==> config.mk <==
export PLATFORM = sky130hd
export DESIGN_NAME = ahb2apb_bridge
export DESIGN_NICKNAME = d
export VERILOG_FILES = /design/src/ahb_pkg.sv /design/src/apb_pkg.sv /design/src/ahb2apb_bridge.sv /design/src/ahb_data_phase.sv /design/src/apb_response_mux.sv /design/src/apb_sequencer.sv /design/src/apb_slave_decode.sv
export SDC_FILE = /design/constraint.sdc
export NUM_CORES = 1
export LEC_CHECK = 0
export BUFFER_PORTS_ARGS = -buffer_cell sky130_fd_sc_hd__buf_2
export CAP_MARGIN = 30
export CELL_PAD_IN_SITES_DETAIL_PLACEMENT = 0
export CELL_PAD_IN_SITES_GLOBAL_PLACEMENT = 2
export CORE_UTILIZATION = 27
export CTS_CLUSTER_SIZE = 12
export DETAILED_ROUTE_END_ITERATION = 8
export GPL_TIMING_DRIVEN = 0
export PLACE_DENSITY = 0.89
export SYNTH_ARGS = -nofsm -noshare
export SYNTH_HDL_FRONTEND = slang
export SYNTH_SLANG_ARGS = --single-unit
==> constraint.sdc <==
create_clock -name hclk23 -period 3.3 [get_ports hclk23]
set_input_delay 0.33 -clock hclk23 [delete_from_list [all_inputs] [get_ports hclk23]]
set_output_delay 0.33 -clock hclk23 [all_outputs]
set_load 0.02 [all_outputs]
==> src/ahb_pkg.sv <==
// AHB bus definitions
package ahb_pkg;

  // --------------------------------------------------
  // Bus widths
  // --------------------------------------------------
  localparam int addr_w = 32;
  localparam int data_w = 32;

  // --------------------------------------------------
  // Transfer type codes on htrans
  // --------------------------------------------------
  typedef enum logic [1:0] {
    trans_idle   = 2'b00,
    trans_busy   = 2'b01,
    trans_nonseq = 2'b10,
    trans_seq    = 2'b11
  } htrans_t;

  // --------------------------------------------------
  // Request captured at the end of the address phase
  // --------------------------------------------------
  // Address and direction only; write data stays on hwdata,
  // which the master holds while hready is low
  typedef struct packed {
    logic [addr_w-1:0] addr;
    logic              write;
  } ahb_req_t;

endpackage

==> src/apb_pkg.sv <==
// APB side definitions
package apb_pkg;

  // --------------------------------------------------
  // Slave map limits
  // --------------------------------------------------
  // Largest slave count the address map may describe
  localparam int max_slaves = 16;

  // --------------------------------------------------
  // Transfer FSM
  // --------------------------------------------------
  // One-hot encoding, one flop per phase
  typedef enum logic [2:0] {
    apb_idle   = 3'b001,
    apb_setup  = 3'b010,
    apb_access = 3'b100
  } apb_state_t;

  // --------------------------------------------------
  // Per-slave response
  // --------------------------------------------------
  // Driven by each APB slave back into the bridge;
  // prdata only matters while that slave is selected
  typedef struct packed {
    logic                        pready;
    logic [ahb_pkg::data_w-1:0]  prdata;
  } apb_rsp_t;

endpackage

==> src/ahb2apb_bridge.sv <==
// AHB to APB bridge top level
`timescale 1ns/1ps

module ahb2apb_bridge #(
  parameter int num_slaves = 4,
  parameter logic [num_slaves-1:0][ahb_pkg::addr_w-1:0] slave_base = {
    32'h0000_3000, 32'h0000_2000, 32'h0000_1000, 32'h0000_0000
  },
  parameter logic [num_slaves-1:0][ahb_pkg::addr_w-1:0] slave_limit = {
    32'h0000_3FFF, 32'h0000_2FFF, 32'h0000_1FFF, 32'h0000_0FFF
  }
) (
  input  logic                               hclk23,
  input  logic                               hreset_n23,
  // AHB slave port
  input  logic                               hsel,
  input  ahb_pkg::htrans_t                   htrans,
  input  logic [ahb_pkg::addr_w-1:0]         haddr,
  input  logic                               hwrite,
  input  logic [ahb_pkg::data_w-1:0]         hwdata,
  output logic                               hready,
  output logic [ahb_pkg::data_w-1:0]         hrdata,
  // APB master port
  input  apb_pkg::apb_rsp_t [num_slaves-1:0] slave_rsp,
  output logic [num_slaves-1:0]              psel,
  output logic                               penable,
  output logic [ahb_pkg::addr_w-1:0]         paddr,
  output logic                               pwrite,
  output logic [ahb_pkg::data_w-1:0]         pwdata
);

  import ahb_pkg::*;

  logic                  accept;
  ahb_req_t              req;
  logic                  req_pending;
  logic [num_slaves-1:0] slave_sel;
  logic                  xfer_done;
  logic                  pready_sel;
  logic [data_w-1:0]     prdata_sel;

  // Write data straight from the AHB data phase
  assign pwdata = hwdata;

  ahb_data_phase u_ahb_data_phase (
    .hclk23      (hclk23),
    .hreset_n23  (hreset_n23),
    .hsel        (hsel),
    .htrans      (htrans),
    .haddr       (haddr),
    .hwrite      (hwrite),
    .xfer_done   (xfer_done),
    .prdata_sel  (prdata_sel),
    .hready      (hready),
    .hrdata      (hrdata),
    .accept      (accept),
    .req         (req),
    .req_pending (req_pending)
  );

  apb_slave_decode #(
    .num_slaves  (num_slaves),
    .slave_base  (slave_base),
    .slave_limit (slave_limit)
  ) u_apb_slave_decode (
    .hclk23      (hclk23),
    .hreset_n23  (hreset_n23),
    .accept      (accept),
    .haddr       (haddr),
    .slave_sel   (slave_sel)
  );

  apb_sequencer #(
    .num_slaves  (num_slaves)
  ) u_apb_sequencer (
    .hclk23      (hclk23),
    .hreset_n23  (hreset_n23),
    .req         (req),
    .req_pending (req_pending),
    .slave_sel   (slave_sel),
    .pready_sel  (pready_sel),
    .psel        (psel),
    .penable     (penable),
    .paddr       (paddr),
    .pwrite      (pwrite),
    .xfer_done   (xfer_done)
  );

  apb_response_mux #(
    .num_slaves  (num_slaves)
  ) u_apb_response_mux (
    .psel        (psel),
    .slave_rsp   (slave_rsp),
    .pready_sel  (pready_sel),
    .prdata_sel  (prdata_sel)
  );

endmodule

==> src/ahb_data_phase.sv <==
// AHB transfer acceptance and data phase
`timescale 1ns/1ps

module ahb_data_phase (
  input  logic                       hclk23,
  input  logic                       hreset_n23,
  input  logic                       hsel,
  input  ahb_pkg::htrans_t           htrans,
  input  logic [ahb_pkg::addr_w-1:0] haddr,
  input  logic                       hwrite,
  input  logic                       xfer_done,
  input  logic [ahb_pkg::data_w-1:0] prdata_sel,
  output logic                       hready,
  output logic [ahb_pkg::data_w-1:0] hrdata,
  output logic                       accept,
  output ahb_pkg::ahb_req_t          req,
  output logic                       req_pending
);

  import ahb_pkg::*;

  logic valid_trans;

  // Only NONSEQ and SEQ carry a transfer; IDLE and BUSY are ignored
  assign valid_trans = hsel && ((htrans == trans_nonseq) || (htrans == trans_seq));

  // hready is high only while no transfer is open
  assign accept = hready && valid_trans;

  // --------------------------------------------------
  // Address phase capture and data phase tracking
  // --------------------------------------------------
  always_ff @(posedge hclk23 or negedge hreset_n23) begin
    if (!hreset_n23) begin
      hready      <= 1'b1;
      req_pending <= 1'b0;
      req         <= '0;
      hrdata      <= '0;
    end else if (accept) begin
      // Close the bus until the APB side finishes
      hready      <= 1'b0;
      req_pending <= 1'b1;
      req.addr    <= haddr;
      req.write   <= hwrite;
    end else if (xfer_done) begin
      hready      <= 1'b1;
      req_pending <= 1'b0;
      // Loaded on writes too, the master ignores it then
      hrdata      <= prdata_sel;
    end
  end

  // --------------------------------------------------
  // Checks
  // --------------------------------------------------
  // The bus is never open while a request is still in flight
  a_hready_vs_pending: assert property (
    @(posedge hclk23) disable iff (!hreset_n23)
    !(hready && req_pending)
  ) else $error("hready high with a request pending");

  // Sequencer completes only requests handed over from here
  a_done_needs_pending: assert property (
    @(posedge hclk23) disable iff (!hreset_n23)
    xfer_done |-> req_pending
  ) else $error("xfer_done without a pending request");

endmodule

==> src/apb_response_mux.sv <==
// APB slave response select
`timescale 1ns/1ps

module apb_response_mux #(
  parameter int num_slaves = 4
) (
  input  logic [num_slaves-1:0]                  psel,
  input  apb_pkg::apb_rsp_t [num_slaves-1:0]     slave_rsp,
  output logic                                   pready_sel,
  output logic [ahb_pkg::data_w-1:0]             prdata_sel
);

  // AND-OR select keyed on psel
  // An idle slave contributes zeros whatever it drives
  always_comb begin
    pready_sel = 1'b0;
    prdata_sel = '0;
    for (int i = 0; i < num_slaves; i++) begin
      if (psel[i]) begin
        pready_sel = pready_sel | slave_rsp[i].pready;
        prdata_sel = prdata_sel | slave_rsp[i].prdata;
      end
    end
  end

  // At most one slave selected at a time
  always_comb begin
    a_psel_onehot0: assert ($onehot0(psel))
      else $error("more than one psel bit set: %b", psel);
  end

endmodule

==> src/apb_sequencer.sv <==
// APB transfer sequencer
`timescale 1ns/1ps

module apb_sequencer #(
  parameter int num_slaves = 4
) (
  input  logic                       hclk23,
  input  logic                       hreset_n23,
  input  ahb_pkg::ahb_req_t          req,
  input  logic                       req_pending,
  input  logic [num_slaves-1:0]      slave_sel,
  input  logic                       pready_sel,
  output logic [num_slaves-1:0]      psel,
  output logic                       penable,
  output logic [ahb_pkg::addr_w-1:0] paddr,
  output logic                       pwrite,
  output logic                       xfer_done
);

  import apb_pkg::*;

  apb_state_t state;

  // Completion seen by the AHB side on the same edge the FSM leaves ACCESS
  assign xfer_done = (state == apb_access) && pready_sel;

  // --------------------------------------------------
  // IDLE -> SETUP -> ACCESS -> IDLE
  // --------------------------------------------------
  always_ff @(posedge hclk23 or negedge hreset_n23) begin
    if (!hreset_n23) begin
      state   <= apb_idle;
      psel    <= '0;
      penable <= 1'b0;
      paddr   <= '0;
      pwrite  <= 1'b0;
    end else begin
      case (state)
        apb_idle: begin
          if (req_pending) begin
            state  <= apb_setup;
            psel   <= slave_sel;
            paddr  <= req.addr;
            pwrite <= req.write;
          end
        end
        apb_setup: begin
          state   <= apb_access;
          penable <= 1'b1;
        end
        apb_access: begin
          // Wait states hold every output as is
          if (pready_sel) begin
            state   <= apb_idle;
            psel    <= '0;
            penable <= 1'b0;
          end
        end
        default: begin
          state   <= apb_idle;
          psel    <= '0;
          penable <= 1'b0;
        end
      endcase
    end
  end

  // --------------------------------------------------
  // Checks
  // --------------------------------------------------
  a_penable_with_psel: assert property (
    @(posedge hclk23) disable iff (!hreset_n23)
    penable |-> (psel != '0)
  ) else $error("penable without psel");

  a_addr_stable: assert property (
    @(posedge hclk23) disable iff (!hreset_n23)
    (|psel) ##1 (|psel) |-> ($stable(paddr) && $stable(pwrite))
  ) else $error("paddr or pwrite changed during a transfer");

endmodule

==> src/apb_slave_decode.sv <==
// APB slave address decoder
`timescale 1ns/1ps

module apb_slave_decode #(
  parameter int num_slaves = 4,
  parameter logic [num_slaves-1:0][ahb_pkg::addr_w-1:0] slave_base = {
    32'h0000_3000, 32'h0000_2000, 32'h0000_1000, 32'h0000_0000
  },
  parameter logic [num_slaves-1:0][ahb_pkg::addr_w-1:0] slave_limit = {
    32'h0000_3FFF, 32'h0000_2FFF, 32'h0000_1FFF, 32'h0000_0FFF
  }
) (
  input  logic                       hclk23,
  input  logic                       hreset_n23,
  input  logic                       accept,
  input  logic [ahb_pkg::addr_w-1:0] haddr,
  output logic [num_slaves-1:0]      slave_sel
);

  import apb_pkg::*;

  logic [num_slaves-1:0] hit;

  // Slave count must fit the address map
  if ((num_slaves < 1) || (num_slaves > max_slaves)) begin : g_bad_count
    $error("num_slaves out of range 1 to %0d", max_slaves);
  end

  // Inclusive range compare on the live address phase
  always_comb begin
    for (int i = 0; i < num_slaves; i++) begin
      hit[i] = (haddr >= slave_base[i]) && (haddr <= slave_limit[i]);
    end
  end

  // Held until the next accept
  always_ff @(posedge hclk23 or negedge hreset_n23) begin
    if (!hreset_n23) begin
      slave_sel <= '0;
    end else if (accept) begin
      slave_sel <= hit;
    end
  end

  // --------------------------------------------------
  // Checks
  // --------------------------------------------------
  // Overlapping ranges would select two slaves at once
  a_sel_onehot0: assert property (
    @(posedge hclk23) disable iff (!hreset_n23)
    $onehot0(slave_sel)
  ) else $error("slave select is not one-hot: %b", slave_sel);

  // Flags accepted addresses outside every range
  a_accept_mapped: assert property (
    @(posedge hclk23) disable iff (!hreset_n23)
    accept |-> $onehot(hit)
  ) else $error("accepted address %h hits %b", haddr, hit);

endmodule

=== Word-level counts from Yosys, hierarchy flattened ===
Index checks and enable logic that the tools add are counted.

* Reductions and logical operators: 14
* Divide/modulo/power cells: 0
* Magnitude comparators: 8
* Multipliers: 0
* Multiplexer cells: 20
* Shift-type cells: 0
* Add/subtract/negate cells: 0
* Equality and inequality tests: 7
* Bitwise logic cells: 9

{| class="wikitable"
|+ Operators with widths
! kind !! number
|-
| $mux W32 || 4
|-
| $or A32 B32 Y32 || 3
|-
| $ge A32 B14 Y1 const B || 2
|-
| $le A32 B14 Y1 const B || 2
|-
| $ge A32 B1 Y1 const B || 1
|-
| $ge A32 B13 Y1 const B || 1
|-
| $le A32 B12 Y1 const B || 1
|-
| $le A32 B13 Y1 const B || 1
|-
| $pmux W4 S3 || 1
|-
| $mux W1 || 9
|-
| $pmux W3 S3 || 1
|-
| $mux W4 || 2
|-
| $reduce_and A2 Y1 || 4
|-
| $logic_and A1 B1 Y1 || 7
|-
| $mux W3 || 2
|-
| $eq A2 B2 Y1 const B || 2
|-
| $eq A3 B1 Y1 const B || 1
|-
| $eq A3 B2 Y1 const B || 1
|-
| $eq A3 B3 Y1 const B || 1
|-
| $not A1 Y1 || 3
|-
| $or A1 B1 Y1 || 3
|-
| $pmux W1 S3 || 1
|-
| $reduce_and A3 Y1 || 1
|-
| $ne A2 B1 Y1 const B || 1
|-
| other kinds (3) || 3
|}

* Memories: 0
* Word-level logic and storage cells: 69
* Output and inout port bits: 103
* Bits in latches: 0
* Memory bits (writable): 0
* ROM bits: 0
* Input port bits: 202
* Bits in registers: 112

=== Depth between registers and ports, before layout ===
Gate-level depths: netlist of run 1.

* Depth in word-level cells: 10
* Mapped depth: 6
* Depth with buffers taken out: 3

=== Cells and area by module ===
A second synthesis of run 1 with hierarchy kept.

* Cell total of the unflattened synthesis: 533
* Area, all modules: 6,442.4 µm²

{| class="wikitable"
|+ By module, submodules not included
! module !! cells an instance !! area an instance (µm²) !! times used !! sequential area each (µm²)
|-
| ahb_data_phase || 260 || 3,230.6 || 1 || 1,677.9
|-
| apb_sequencer || 105 || 1,776.7 || 1 || 1,027.2
|-
| apb_response_mux || 115 || 959.7 || 1 || 0.0
|-
| ahb2apb_bridge || 32 || 240.2 || 1 || 0.0
|-
| apb_slave_decode || 21 || 235.2 || 1 || 100.1
|}

=== Least setup slack after synthesis of run 1 ===
No wires, ideal clock.

* Path kind: reg-to-reg
* Start: register u_apb_sequencer.psel[3]
* End: register u_ahb_data_phase.hrdata[0] (netlist bit)
* Buffers on the path: 2
* Period minus slack after synthesis: 1.884 ns
* Path slack: 1.416 ns
* Data arrival time: 1.759 ns
* Cell stages (with the launch flop): 6
* Required time: 3.175 ns
* Path through: dfrtp_1 clkbuf_1 a22oi_2 a211oi_4 buf_6 mux2_4

* Longest elaborated chain between the ends: 3
* Elaborated cells between the ends (all ways): 4
* Those cells by class: mux (2); reduce/logical (2)

{| class="wikitable"
|+ RTL lines
! element !! line !! RTL
|-
| start, declared || apb_sequencer.sv:13 || <nowiki>output logic [num_slaves-1:0] psel,</nowiki>
|-
| start signal, assigned || apb_sequencer.sv:42 || <nowiki>psel <= slave_sel;</nowiki>
|-
| $mux W1 || apb_response_mux.sv:19 || <nowiki>if (psel[i]) begin</nowiki>
|-
| $logic_and A1 B1 Y1 || apb_sequencer.sv:25 || <nowiki>assign xfer_done = (state == apb_access) && pready_sel;</nowiki>
|-
| $reduce_and A2 Y1 (no line) || - ||
|-
| end signal, assigned || ahb_data_phase.sv:49 || <nowiki>hrdata <= prdata_sel;</nowiki>
|-
| end, declared || ahb_data_phase.sv:14 || <nowiki>output logic [ahb_pkg::data_w-1:0] hrdata,</nowiki>
|}

Several ways; a longest one is shown, not always the timed one.
A chain may end at the register's enable or synchronous reset.

=== Final worst setup path of run 1 ===
* Start: register u_apb_sequencer.psel[3]
* End: register u_ahb_data_phase.hrdata[29] (netlist bit)

The elaborated chain is that of the path after synthesis.

==> impl_metrics.toml, run 1 <==
[status]
status = "finished clean"

[place]
hpwlAfterDp_um = 13700
postPlaceCellArea_um2 = 7070
port_buffers = 271
globalplace.congestion = 0.845

[timing]
finalHoldViolCount = 0
max_freq_mhz = 464
fin_crit_sh_pct = 65.4
drv_slew = 0
rsz0062_at_grt = "no"
fin_skew_ns = 0.00838
worst_slew_pin_slew_ns = 0.639
hold_slack_ns = 0.164
setup_tns_ns = 0
finalSetupViolations = 0
slew_headroom_pct = 57.4
period_needed_ns = 2.16

[min_path]
hold_path.class = "in2reg"
hold_depth = 2
hold-path-endpoint = "u_apb_slave_decode.slave_sel[2]$_DFFE_PN0P_"
holdCritStartpoint = "haddr[12]"

[clocking]
ctsHtreeMaxLevel = 3
cts_root_buf = "clkbuf_16"
insertion_delay_ns = 0.35
clkSinkCount = 112
cts-hold-fix-buffers = 1
cts_tree = "yes"
cts_setup_buffers = 0
cts_buffers = 9
postCtsResizedCells = 0
clock_path_buffers = 2
cts.clk_slew.worst_paths_ns = 0.08

[die]
io_pins = 305
die_x_um = 143
start_util_pct = 27.5
core_area_um2 = 19500
die_h_um = 143
die_area_um2 = 20400
rows = 51

[drt]
wirelength_um = 17300
wl_per_cell_um = 16.5
drt_first_iter_violations = 161
route.detailed.drc = 0
ant_nets = 0
vias = 4746
firstDrtPassIters = 4
vias_per_cell = 4.52

[setup_path]
critPathMaxFanout = 10
timing.critical_path.buf_inv = 2
cp_cell_sequence = "clkbuf_1, a22oi_2, a211oi_4, buf_6, mux2_4"
r2r_setup_slack_ns = 1.14
crit_family = "compound AO/OA/AOI/OAI gates"
required_ns = 3.53
cp-startpoint = "u_apb_sequencer.psel[3]$_DFFE_PN0P_"
crit_path_start_kind = "flip-flop"
arrival_ns = 2.39
path_class = "reg2reg"
regToRegStartpoint = "u_apb_sequencer.psel[3]$_DFFE_PN0P_"
crit_path_top_delay_cell = "a211oi_4"
rr_endpoint = "u_ahb_data_phase.hrdata[29]$_DFFE_PN0P_"
cp_slowest_stage_delay_ns = 0.51
crit_path_end_kind = "flip-flop"
reg2reg_depth = 5

[logic_synthesis]
ys_seq_elements = 112
synth-simple-area-share_pct = 13.3
synth_compound_area_share_pct = 11.6
async_reset_ff_share_pct = 100
postSynthAreaPerCell_um2 = 10.8
muxShareOfSynthArea_pct = 15.1
yosys_warnings = 0
synth-edff-count = 0
synthFlopType = "dfrtp_1"
synthAdderAreaFrac_pct = 0
netlist_area_um2 = 5350
synthCells = 496
yosysUniqueCellTypes = 32
synth_xor_area_share_pct = 0
synth_nets = 698
synth_top_family_by_area = "multiplexers"
synth-seq-area-share_pct = 52.4

[global_route]
grt_pass1_wl_um = 25400
antenna_found_initial = 0
grt.overflow.total = 0
grt_use_total_pct = 16.9
grt_max_degree = 67
first_global_vias = 4509

[final_layout]
final_cell_mix = "277 x buf_2, 137 x nand2_1, 110 x dfrtp_1"
drive_gt1_share_pct = 50.0
multi_input_area_um2 = 2140
areaGrowthSynthToFinish_pct = 38.0
antenna_cells = 0
register_area_um2 = 2810
finish.utilization_pct = 37.9
final_area_um2 = 7380
final_common_cell = "buf_2"
n_fill_cell = 2000
fin_nets = 982

[power]
p_per_area_nw_per_um2 = 559
power_w = 0.00413
p_leak_nw = 3.78
peakVddDrop_v = 0.000331

[run]
max-cap-violations = 0
==> where the power goes <==
part	internal, W	total (W)	switching (W)
combinational	0.000551	0.00120	0.000648
clock	0.000598	0.00113	0.000536
sequential	0.00165	0.00180	0.000143
total	0.00280	0.00413	0.00133
==> flip-flops by register name (all words and copies together) (netlist names) <==
| name | flops |
|---|---|
| u_apb_sequencer.pwrite | 1 |
| u_ahb_data_phase.req | 33 |
| u_apb_sequencer.penable | 1 |
| u_ahb_data_phase.hrdata | 32 |
| u_apb_slave_decode.slave_sel | 4 |
| u_apb_sequencer.paddr | 32 |
| u_apb_sequencer.psel | 4 |
| u_ahb_data_phase.req_pending | 1 |
| u_apb_sequencer.state | 3 |
| u_ahb_data_phase.hready | 1 |
==> cell usage after synthesis, types with 4 or more instances <==
master,n,area share [%]
mux2_1,8,1.7
buf_4,32,4.5
nand2_1,137,9.6
a22oi_1,64,9.0
clkbuf_1,18,1.3
o21ai_0,7,0.65
mux2_4,20,5.6
buf_1,4,0.28
nor2b_1,6,0.70
dfrtp_1,110,51
buf_2,7,0.65
nor4_1,4,0.47
mux2_2,37,7.8
nand4_1,6,0.70
nand3_1,6,0.56
==> how the worst max path moves through the flow <==
stage,end,slack (ns),cells past startpoint
floorplan,u_ahb_data_phase.hrdata[0]$_DFFE_PN0P_,1.42,5
global placement,u_ahb_data_phase.req[4]$_DFFE_PN0P_,0.41,1
detailed placement,u_ahb_data_phase.hrdata[16]$_DFFE_PN0P_,1.10,5
CTS,u_ahb_data_phase.hrdata[16]$_DFFE_PN0P_,1.07,5
global route,u_ahb_data_phase.hrdata[20]$_DFFE_PN0P_,0.97,5
finish,u_ahb_data_phase.hrdata[29]$_DFFE_PN0P_,1.14,5
==> per-layer routing <==
layer  GRT usage [%]  vias up  wire length [µm]
li1                -     2272                 -
met1            19.2     2271              6860
met2            30.5      183              8930
met3            3.76       20              1150
met4            7.07        0               385
met5               0        -                 0
==> kinds of logic (layout without fill, tap and decap cells) <==
kind of cell | after synthesis | count (layout)
AND/OR/NAND/NOR | 169 | 169
flip-flops | 112 | 112
AO/OA/AOI/OAI | 83 | 83
buffers and inverters | 67 | 355
multiplexers | 65 | 65
==> per-stage QoR <==
step,cells,setup WS [ns]
floorplan,496,1.42
global placement,1032,0.406
detailed placement,1033,1.10
CTS,1049,1.07
global route,1049,0.968
finish,1049,1.14
==> area by class of cell <==
class,count,share of cell area (%)
inverter,3,0.153
timing repair buffer,273,19.0
clock inverter,6,1.02
tap,265,4.49
buffer,64,5.30
clock buffer,9,3.05
multi-input combinational,317,29.0
sequential,112,38.0
Note: power is estimated with default switching activity, not from simulation.
==> run 2: changes to the inputs <==
CORE_UTILIZATION = 23   (was 27)
PLACE_DENSITY = 0.81   (was 0.89)
clock period = 1.86 ns   (was 3.3 ns; I/O delays follow)
==> run 2 against run 1 <==
Setup slack worse by 1.1 ns. Clock power up 81%. Core utilization down 4.4 points. Via count up 1.5%. Die area up 17%. Total power up 81%. First-iteration DRC count up 33%. Count of clock-buffer cells in the layout unchanged. Combinational power up 88%. Critical path type unchanged. Largest cell class unchanged.
==> impl_metrics.toml, run 2 (synthesis results as in run 1) <==
[setup_path]
required_ns = 2.11
crit_path_start_kind = "flip-flop"
arrival_ns = 2.03
regToRegStartpoint = "u_apb_sequencer.state[1]$_DFFE_PN0P_"
timing.critical_path.buf_inv = 2
crit_path_top_delay_cell = "dfrtp_2"
rr_endpoint = "u_ahb_data_phase.hrdata[26]$_DFFE_PN0P_"
r2r_setup_slack_ns = 0.07
path_class = "reg2reg"
cp_slowest_stage_delay_ns = 0.43
cp_cell_sequence = "or3b_1, a211oi_4, buf_12, buf_8, mux2_4"
reg2reg_depth = 5
path_depth = 5
critPathMaxFanout = 10
crit_path_end_kind = "flip-flop"
cp-startpoint = "u_apb_sequencer.state[1]$_DFFE_PN0P_"
crit_family = "flip-flops"
critPathCapture = "u_ahb_data_phase.hrdata[26]$_DFFE_PN0P_"

[power]
internal_power_w = 0.00496
pwr-share-clk_pct = 27.4
netSwitchingPower_w = 0.00253
netSwitchingFraction_pct = 33.7
power_frac_seq_pct = 42.6
peakVddDrop_v = 0.000704
p_leak_nw = 3.89
p_comb_share_pct = 30.0
p_per_area_nw_per_um2 = 982

[global_route]
grt_use_total_pct = 16.1
grt_max_degree = 85
antenna_found_initial = 4
grt_pass1_wl_um = 28600
grt.overflow.total = 0
first_global_vias = 4707

[final_layout]
areaGrowthSynthToFinish_pct = 42.4
final_common_cell = "buf_2"
final_area_um2 = 7620
final_cell_mix = "273 x buf_2, 137 x nand2_1, 109 x dfrtp_1"
top_register = "u_ahb_data_phase.req"
drive_gt1_share_pct = 51.1
n_fill_cell = 2437
top_regs = "u_ahb_data_phase.req (33), u_ahb_data_phase.hrdata (32), u_apb_sequencer.paddr (32)"
fin_nets = 996
largest_reg_flops = 33

[die]
rows = 55
die_x_um = 155
core_area_um2 = 22700
start_util_pct = 23.6
io_pins = 305
die_h_um = 155
die_area_um2 = 23900

[drt]
wirelength_um = 19300
drt_first_iter_violations = 214
vias = 4816
wl_per_cell_um = 17.7
vias_per_cell = 4.43
ant_nets = 0
route.detailed.drc = 0
firstDrtPassIters = 6

[place]
port_buffers = 271
place_ws_ns = -0.459
hpwlAfterDp_um = 14800
globalplace.congestion = 0.861
postPlaceCellArea_um2 = 7100

[run]
max-cap-violations = 0

[timing]
setup_tns_ns = 0
worst_slew_pin_slew_ns = 0.718
max_freq_mhz = 559
fin_crit_sh_pct = 96.1
slew_headroom_pct = 52.2
rsz0062_at_grt = "no"
period_needed_ns = 1.79
fin_skew_ns = 0.0121
finalSetupViolations = 0
drv_slew = 0
finalHoldViolCount = 0
setup_ws_ns = 0.0726

[min_path]
holdCritStartpoint = "haddr[11]"
hold_path.class = "in2reg"

[clocking]
clock_path_buffers = 2
insertion_delay_ns = 0.37
clkSinkCount = 112
ctsHtreeMaxLevel = 3
cts_tree = "yes"
cts.clk_slew.worst_paths_ns = 0.09
cts_buffers = 9
cts_root_buf = "clkbuf_16"

[status]
status = "finished clean"
-- run 2: cell count changes in the layout (fill, tap and decap cells not counted), sizes merged --
cell and delta:
buf +7, bufinv -1, clkbuf -1, clkinv +2
clkinvlp -1, diode +3, dlygate4sd3 +8, inv +1
-- run 2: worst min path at each step --
stage / to / depth (start not counted)
after floorplan: u_ahb_data_phase.hrdata[0]$_DFFE_PN0P_ / 0
after global placement: u_ahb_data_phase.req[5]$_DFFE_PN0P_ / 3
after detailed placement: u_ahb_data_phase.hrdata[14]$_DFFE_PN0P_ / 1
after CTS: u_apb_slave_decode.slave_sel[2]$_DFFE_PN0P_ / 2
after global routing: u_apb_slave_decode.slave_sel[2]$_DFFE_PN0P_ / 2
final: u_ahb_data_phase.req[12]$_DFFE_PN0P_ / 3
-- run 2: cell type report --
class	count	area (µm²)	share of cell area, %
repair buffers	288	1550	20.3
flip-flops and latches	112	2810	36.8
clock inverters	7	82.6	1.08
diodes	3	7.51	0.0985
multi-input cells	317	2150	28.2
plain buffers	63	434	5.70
clock buffers	9	225	2.96
well taps	285	357	4.68
inverters	3	11.3	0.148
-- run 2: layer usage --
| layer | vias to the layer above | wire (µm) | GRT usage [%] |
|---|---|---|---|
| met2 | 215 | 9450 | 27.8 |
| met5 | - | 0 | 0 |
| li1 | 2306 | - | - |
| met4 | 0 | 193 | 3.16 |
| met1 | 2284 | 8070 | 19.5 |
| met3 | 11 | 1570 | 5.27 |
-- run 2: through the flow --
stage          power (W)  hold slack, ns  cells  utilization (%)
2_1_floorplan    0.00455          -0.110    496                -
3_3_place_gp     0.00538           0.379   1052             31.1
3_5_place_dp     0.00543          0.0926   1053             31.3
4_1_cts          0.00763         0.00115   1084             33.4
5_1_grt          0.00797         0.00185   1086             33.5
6_report         0.00749          0.0164   1087             33.6
-- run 2: power groups by stage --
stage / logic [W] / clock network, W / registers [W]
after floorplan: 0.000941 / 0 / 0.00361
after global placement: 0.00215 / 0 / 0.00323
after detailed placement: 0.00218 / 0 / 0.00324
after CTS: 0.00227 / 0.00216 / 0.00319
after global routing: 0.00245 / 0.00226 / 0.00327
final: 0.00225 / 0.00205 / 0.00319
-- run 2: worst min-delay path: stages --
cell and delay (ns):
buf_2 0.07, nand2_1 0.04, nand2_1 0.05
-- run 2: what timing repair did --
action	in CTS	in global routing
hold endpoints to repair	36	0
setup buffers	7	0
endpoints found under the setup margin	83	26
hold buffers	9	0
pin swaps	3	1
gates resized for setup	14	7
==> run 3: changes to the inputs <==
CORE_UTILIZATION = 25   (was 23)
PLACE_DENSITY = 0.84   (was 0.81)
clock period = 1.7 ns   (was 1.86 ns; I/O delays follow)
==> run 3 against run 2 <==
The run now ends with setup timing left. Total power is 9.4% higher. Die area down 7.9%. Critical endpoint unchanged. Clock power about the same. Non-clock buffer count increased by 15. First-iteration DRC count shrank 4.7%. Core utilization rose by 3.7 points. Combinational power up 16%. Setup slack worse by 0.11 ns. Largest power group unchanged. Register-to-register slack worse by 0.11 ns. Fmax grew 3.1%. Sequential cell count unchanged. Design area up 2.7%.
==> impl_metrics.toml, run 3 (synthesis results as in run 1) <==
[status]
status = "complete, but fails checks"
violations = "setup timing"

[die]
die_area_um2 = 22000
die_h_um = 148
start_util_pct = 25.5
die_x_um = 148
io_pins = 305
core_area_um2 = 21000
rows = 53

[final_layout]
fin_nets = 1011
stdcell_count = 1091
largest_reg_flops = 33
n_fill_cell = 2189
top_register = "u_ahb_data_phase.req"
drive_gt1_share_pct = 52.5
final_common_cell = "buf_2"
top_regs = "u_ahb_data_phase.req (33), u_ahb_data_phase.hrdata (32), u_apb_sequencer.paddr (32)"
final_cell_mix = "270 x buf_2, 137 x nand2_1, 106 x dfrtp_1"
areaGrowthSynthToFinish_pct = 46.2

[clocking]
insertion_delay_ns = 0.36
cts.clk_slew.worst_paths_ns = 0.08
cts_buffers = 9
clkSinkCount = 112
ctsHtreeMaxLevel = 3
clock_path_buffers = 2
cts_root_buf = "clkbuf_16"
cts_tree = "yes"

[run]
max-cap-violations = 0

[drt]
firstDrtPassIters = 4
wl_per_cell_um = 17.0
route.detailed.drc = 0
drt_first_iter_violations = 204
vias = 4832
vias_per_cell = 4.43
ant_nets = 0
wirelength_um = 18600

[timing]
finalSetupViolations = 30
finalHoldViolCount = 0
rsz0062_at_grt = "yes"
setup_tns_ns = -0.733
fin_skew_ns = 0.0104
period_needed_ns = 1.73
hold_slack_ns = 0.0191
drv_slew = 0
setup_ws_ns = -0.0337
slew_headroom_pct = 49.5
max_freq_mhz = 577
fin_crit_sh_pct = 102
worst_slew_pin_slew_ns = 0.757

[global_route]
grt.overflow.total = 0
first_global_vias = 4816
grt_pass1_wl_um = 27900
grt_use_total_pct = 17.0
antenna_found_initial = 3
grt_max_degree = 58

[setup_path]
crit_path_top_delay_cell = "dfrtp_2"
arrival_ns = 1.97
required_ns = 1.94
path_class = "reg2reg"
critPathMaxFanout = 10
rr_endpoint = "u_ahb_data_phase.hrdata[26]$_DFFE_PN0P_"
regToRegStartpoint = "u_apb_sequencer.state[1]$_DFFE_PN0P_"
cp_cell_sequence = "or3b_4, a211oi_4, buf_6, buf_12, mux2_4"
crit_path_end_kind = "flip-flop"
reg2reg_depth = 5
critPathCapture = "u_ahb_data_phase.hrdata[26]$_DFFE_PN0P_"
crit_path_start_kind = "flip-flop"
cp_slowest_stage_delay_ns = 0.42
cp-startpoint = "u_apb_sequencer.state[1]$_DFFE_PN0P_"
r2r_setup_slack_ns = -0.03

[place]
hpwlAfterDp_um = 14300
place_ws_ns = -0.346
port_buffers = 271
globalplace.congestion = 0.865
dp_cells = 1043

[power]
p_per_area_nw_per_um2 = 1050
peakVddDrop_v = 0.000537
p_leak_nw = 4.02
power_w = 0.00819

[min_path]
hold_path.class = "in2reg"
[run 3: cell types whose count changed in the layout (fill, tap and decap cells not counted), sizes merged]
cell and change:
inv -2, dlygate4sd3 +7, buf +2, clkbuf +6, clkinv +1
[run 3: critical path, delay by kind of cell (launching register included)]
family,cells,cell delay [ns]
compound gates,1,0.21
flops,1,0.42
buf+inv,2,0.31
mux,1,0.30
simple gates,1,0.39
[run 3: timing repair]
| item | in CTS | in global routing |
|---|---|---|
| gates cloned | 0 | 1 |
| pin swaps | 3 | 2 |
| resized for setup | 24 | 13 |
| hold buffers | 16 | 0 |
| buffers inserted | 10 | 3 |
| endpoints found under the setup margin | 72 | 89 |
| hold endpoints to repair | 68 | 0 |
[run 3: metrics by stage]
stage,util (%),area [µm²]
floorplan,-,5390
detailed placement,33.9,7120
CTS,36.7,7720
global placement,33.7,7090
finish,37.2,7820
global route,37.2,7820
[run 3: final cells by class]
class	instances	area [µm²]	area share [%]
clock buffers	9	225	2.88
multi-input cells	317	2180	27.9
clock inverters	6	53.8	0.688
plain buffers	64	483	6.17
inverters	3	11.3	0.144
well taps	275	344	4.40
flip-flops and latches	112	2810	35.9
diodes	3	7.51	0.0960
repair buffers	302	1700	21.8
[run 3: worst min-delay path by stage]
stage | from | end | slack (ns) | cells past startpoint
after global placement | haddr[9] | u_ahb_data_phase.req[10]$_DFFE_PN0P_ | 0.36 | 3
final | haddr[27] | u_ahb_data_phase.req[28]$_DFFE_PN0P_ | 0.02 | 3
after global routing | haddr[7] | u_ahb_data_phase.req[8]$_DFFE_PN0P_ | 0.006 | 3
after detailed placement | hreset_n23 | u_ahb_data_phase.hrdata[7]$_DFFE_PN0P_ | 0.19 | 1
after floorplan | hreset_n23 | u_ahb_data_phase.hrdata[0]$_DFFE_PN0P_ | -0.13 | 0
after CTS | haddr[18] | u_ahb_data_phase.req[19]$_DFFE_PN0P_ | 0.001 | 3
[run 3: layer usage]
layer | track usage, % | up-vias | share of wire [%]
met1 | 18.9 | 2302 | 39
met3 | 5.34 | 20 | 7.3
li1 | - | 2327 | -
met2 | 30.7 | 183 | 52
met5 | 0 | - | 0
met4 | 5.31 | 0 | 2.3
[run 3: where the power goes]
group / switching (W) / leakage, nW / total [W] / internal (W)
Sequential: 0.000277 / 1.33 / 0.00349 / 0.00321
Combinational: 0.00133 / 2.55 / 0.00262 / 0.00129
Clock: 0.00107 / 0.139 / 0.00208 / 0.00102
Total: 0.00267 / 4.02 / 0.00819 / 0.00552
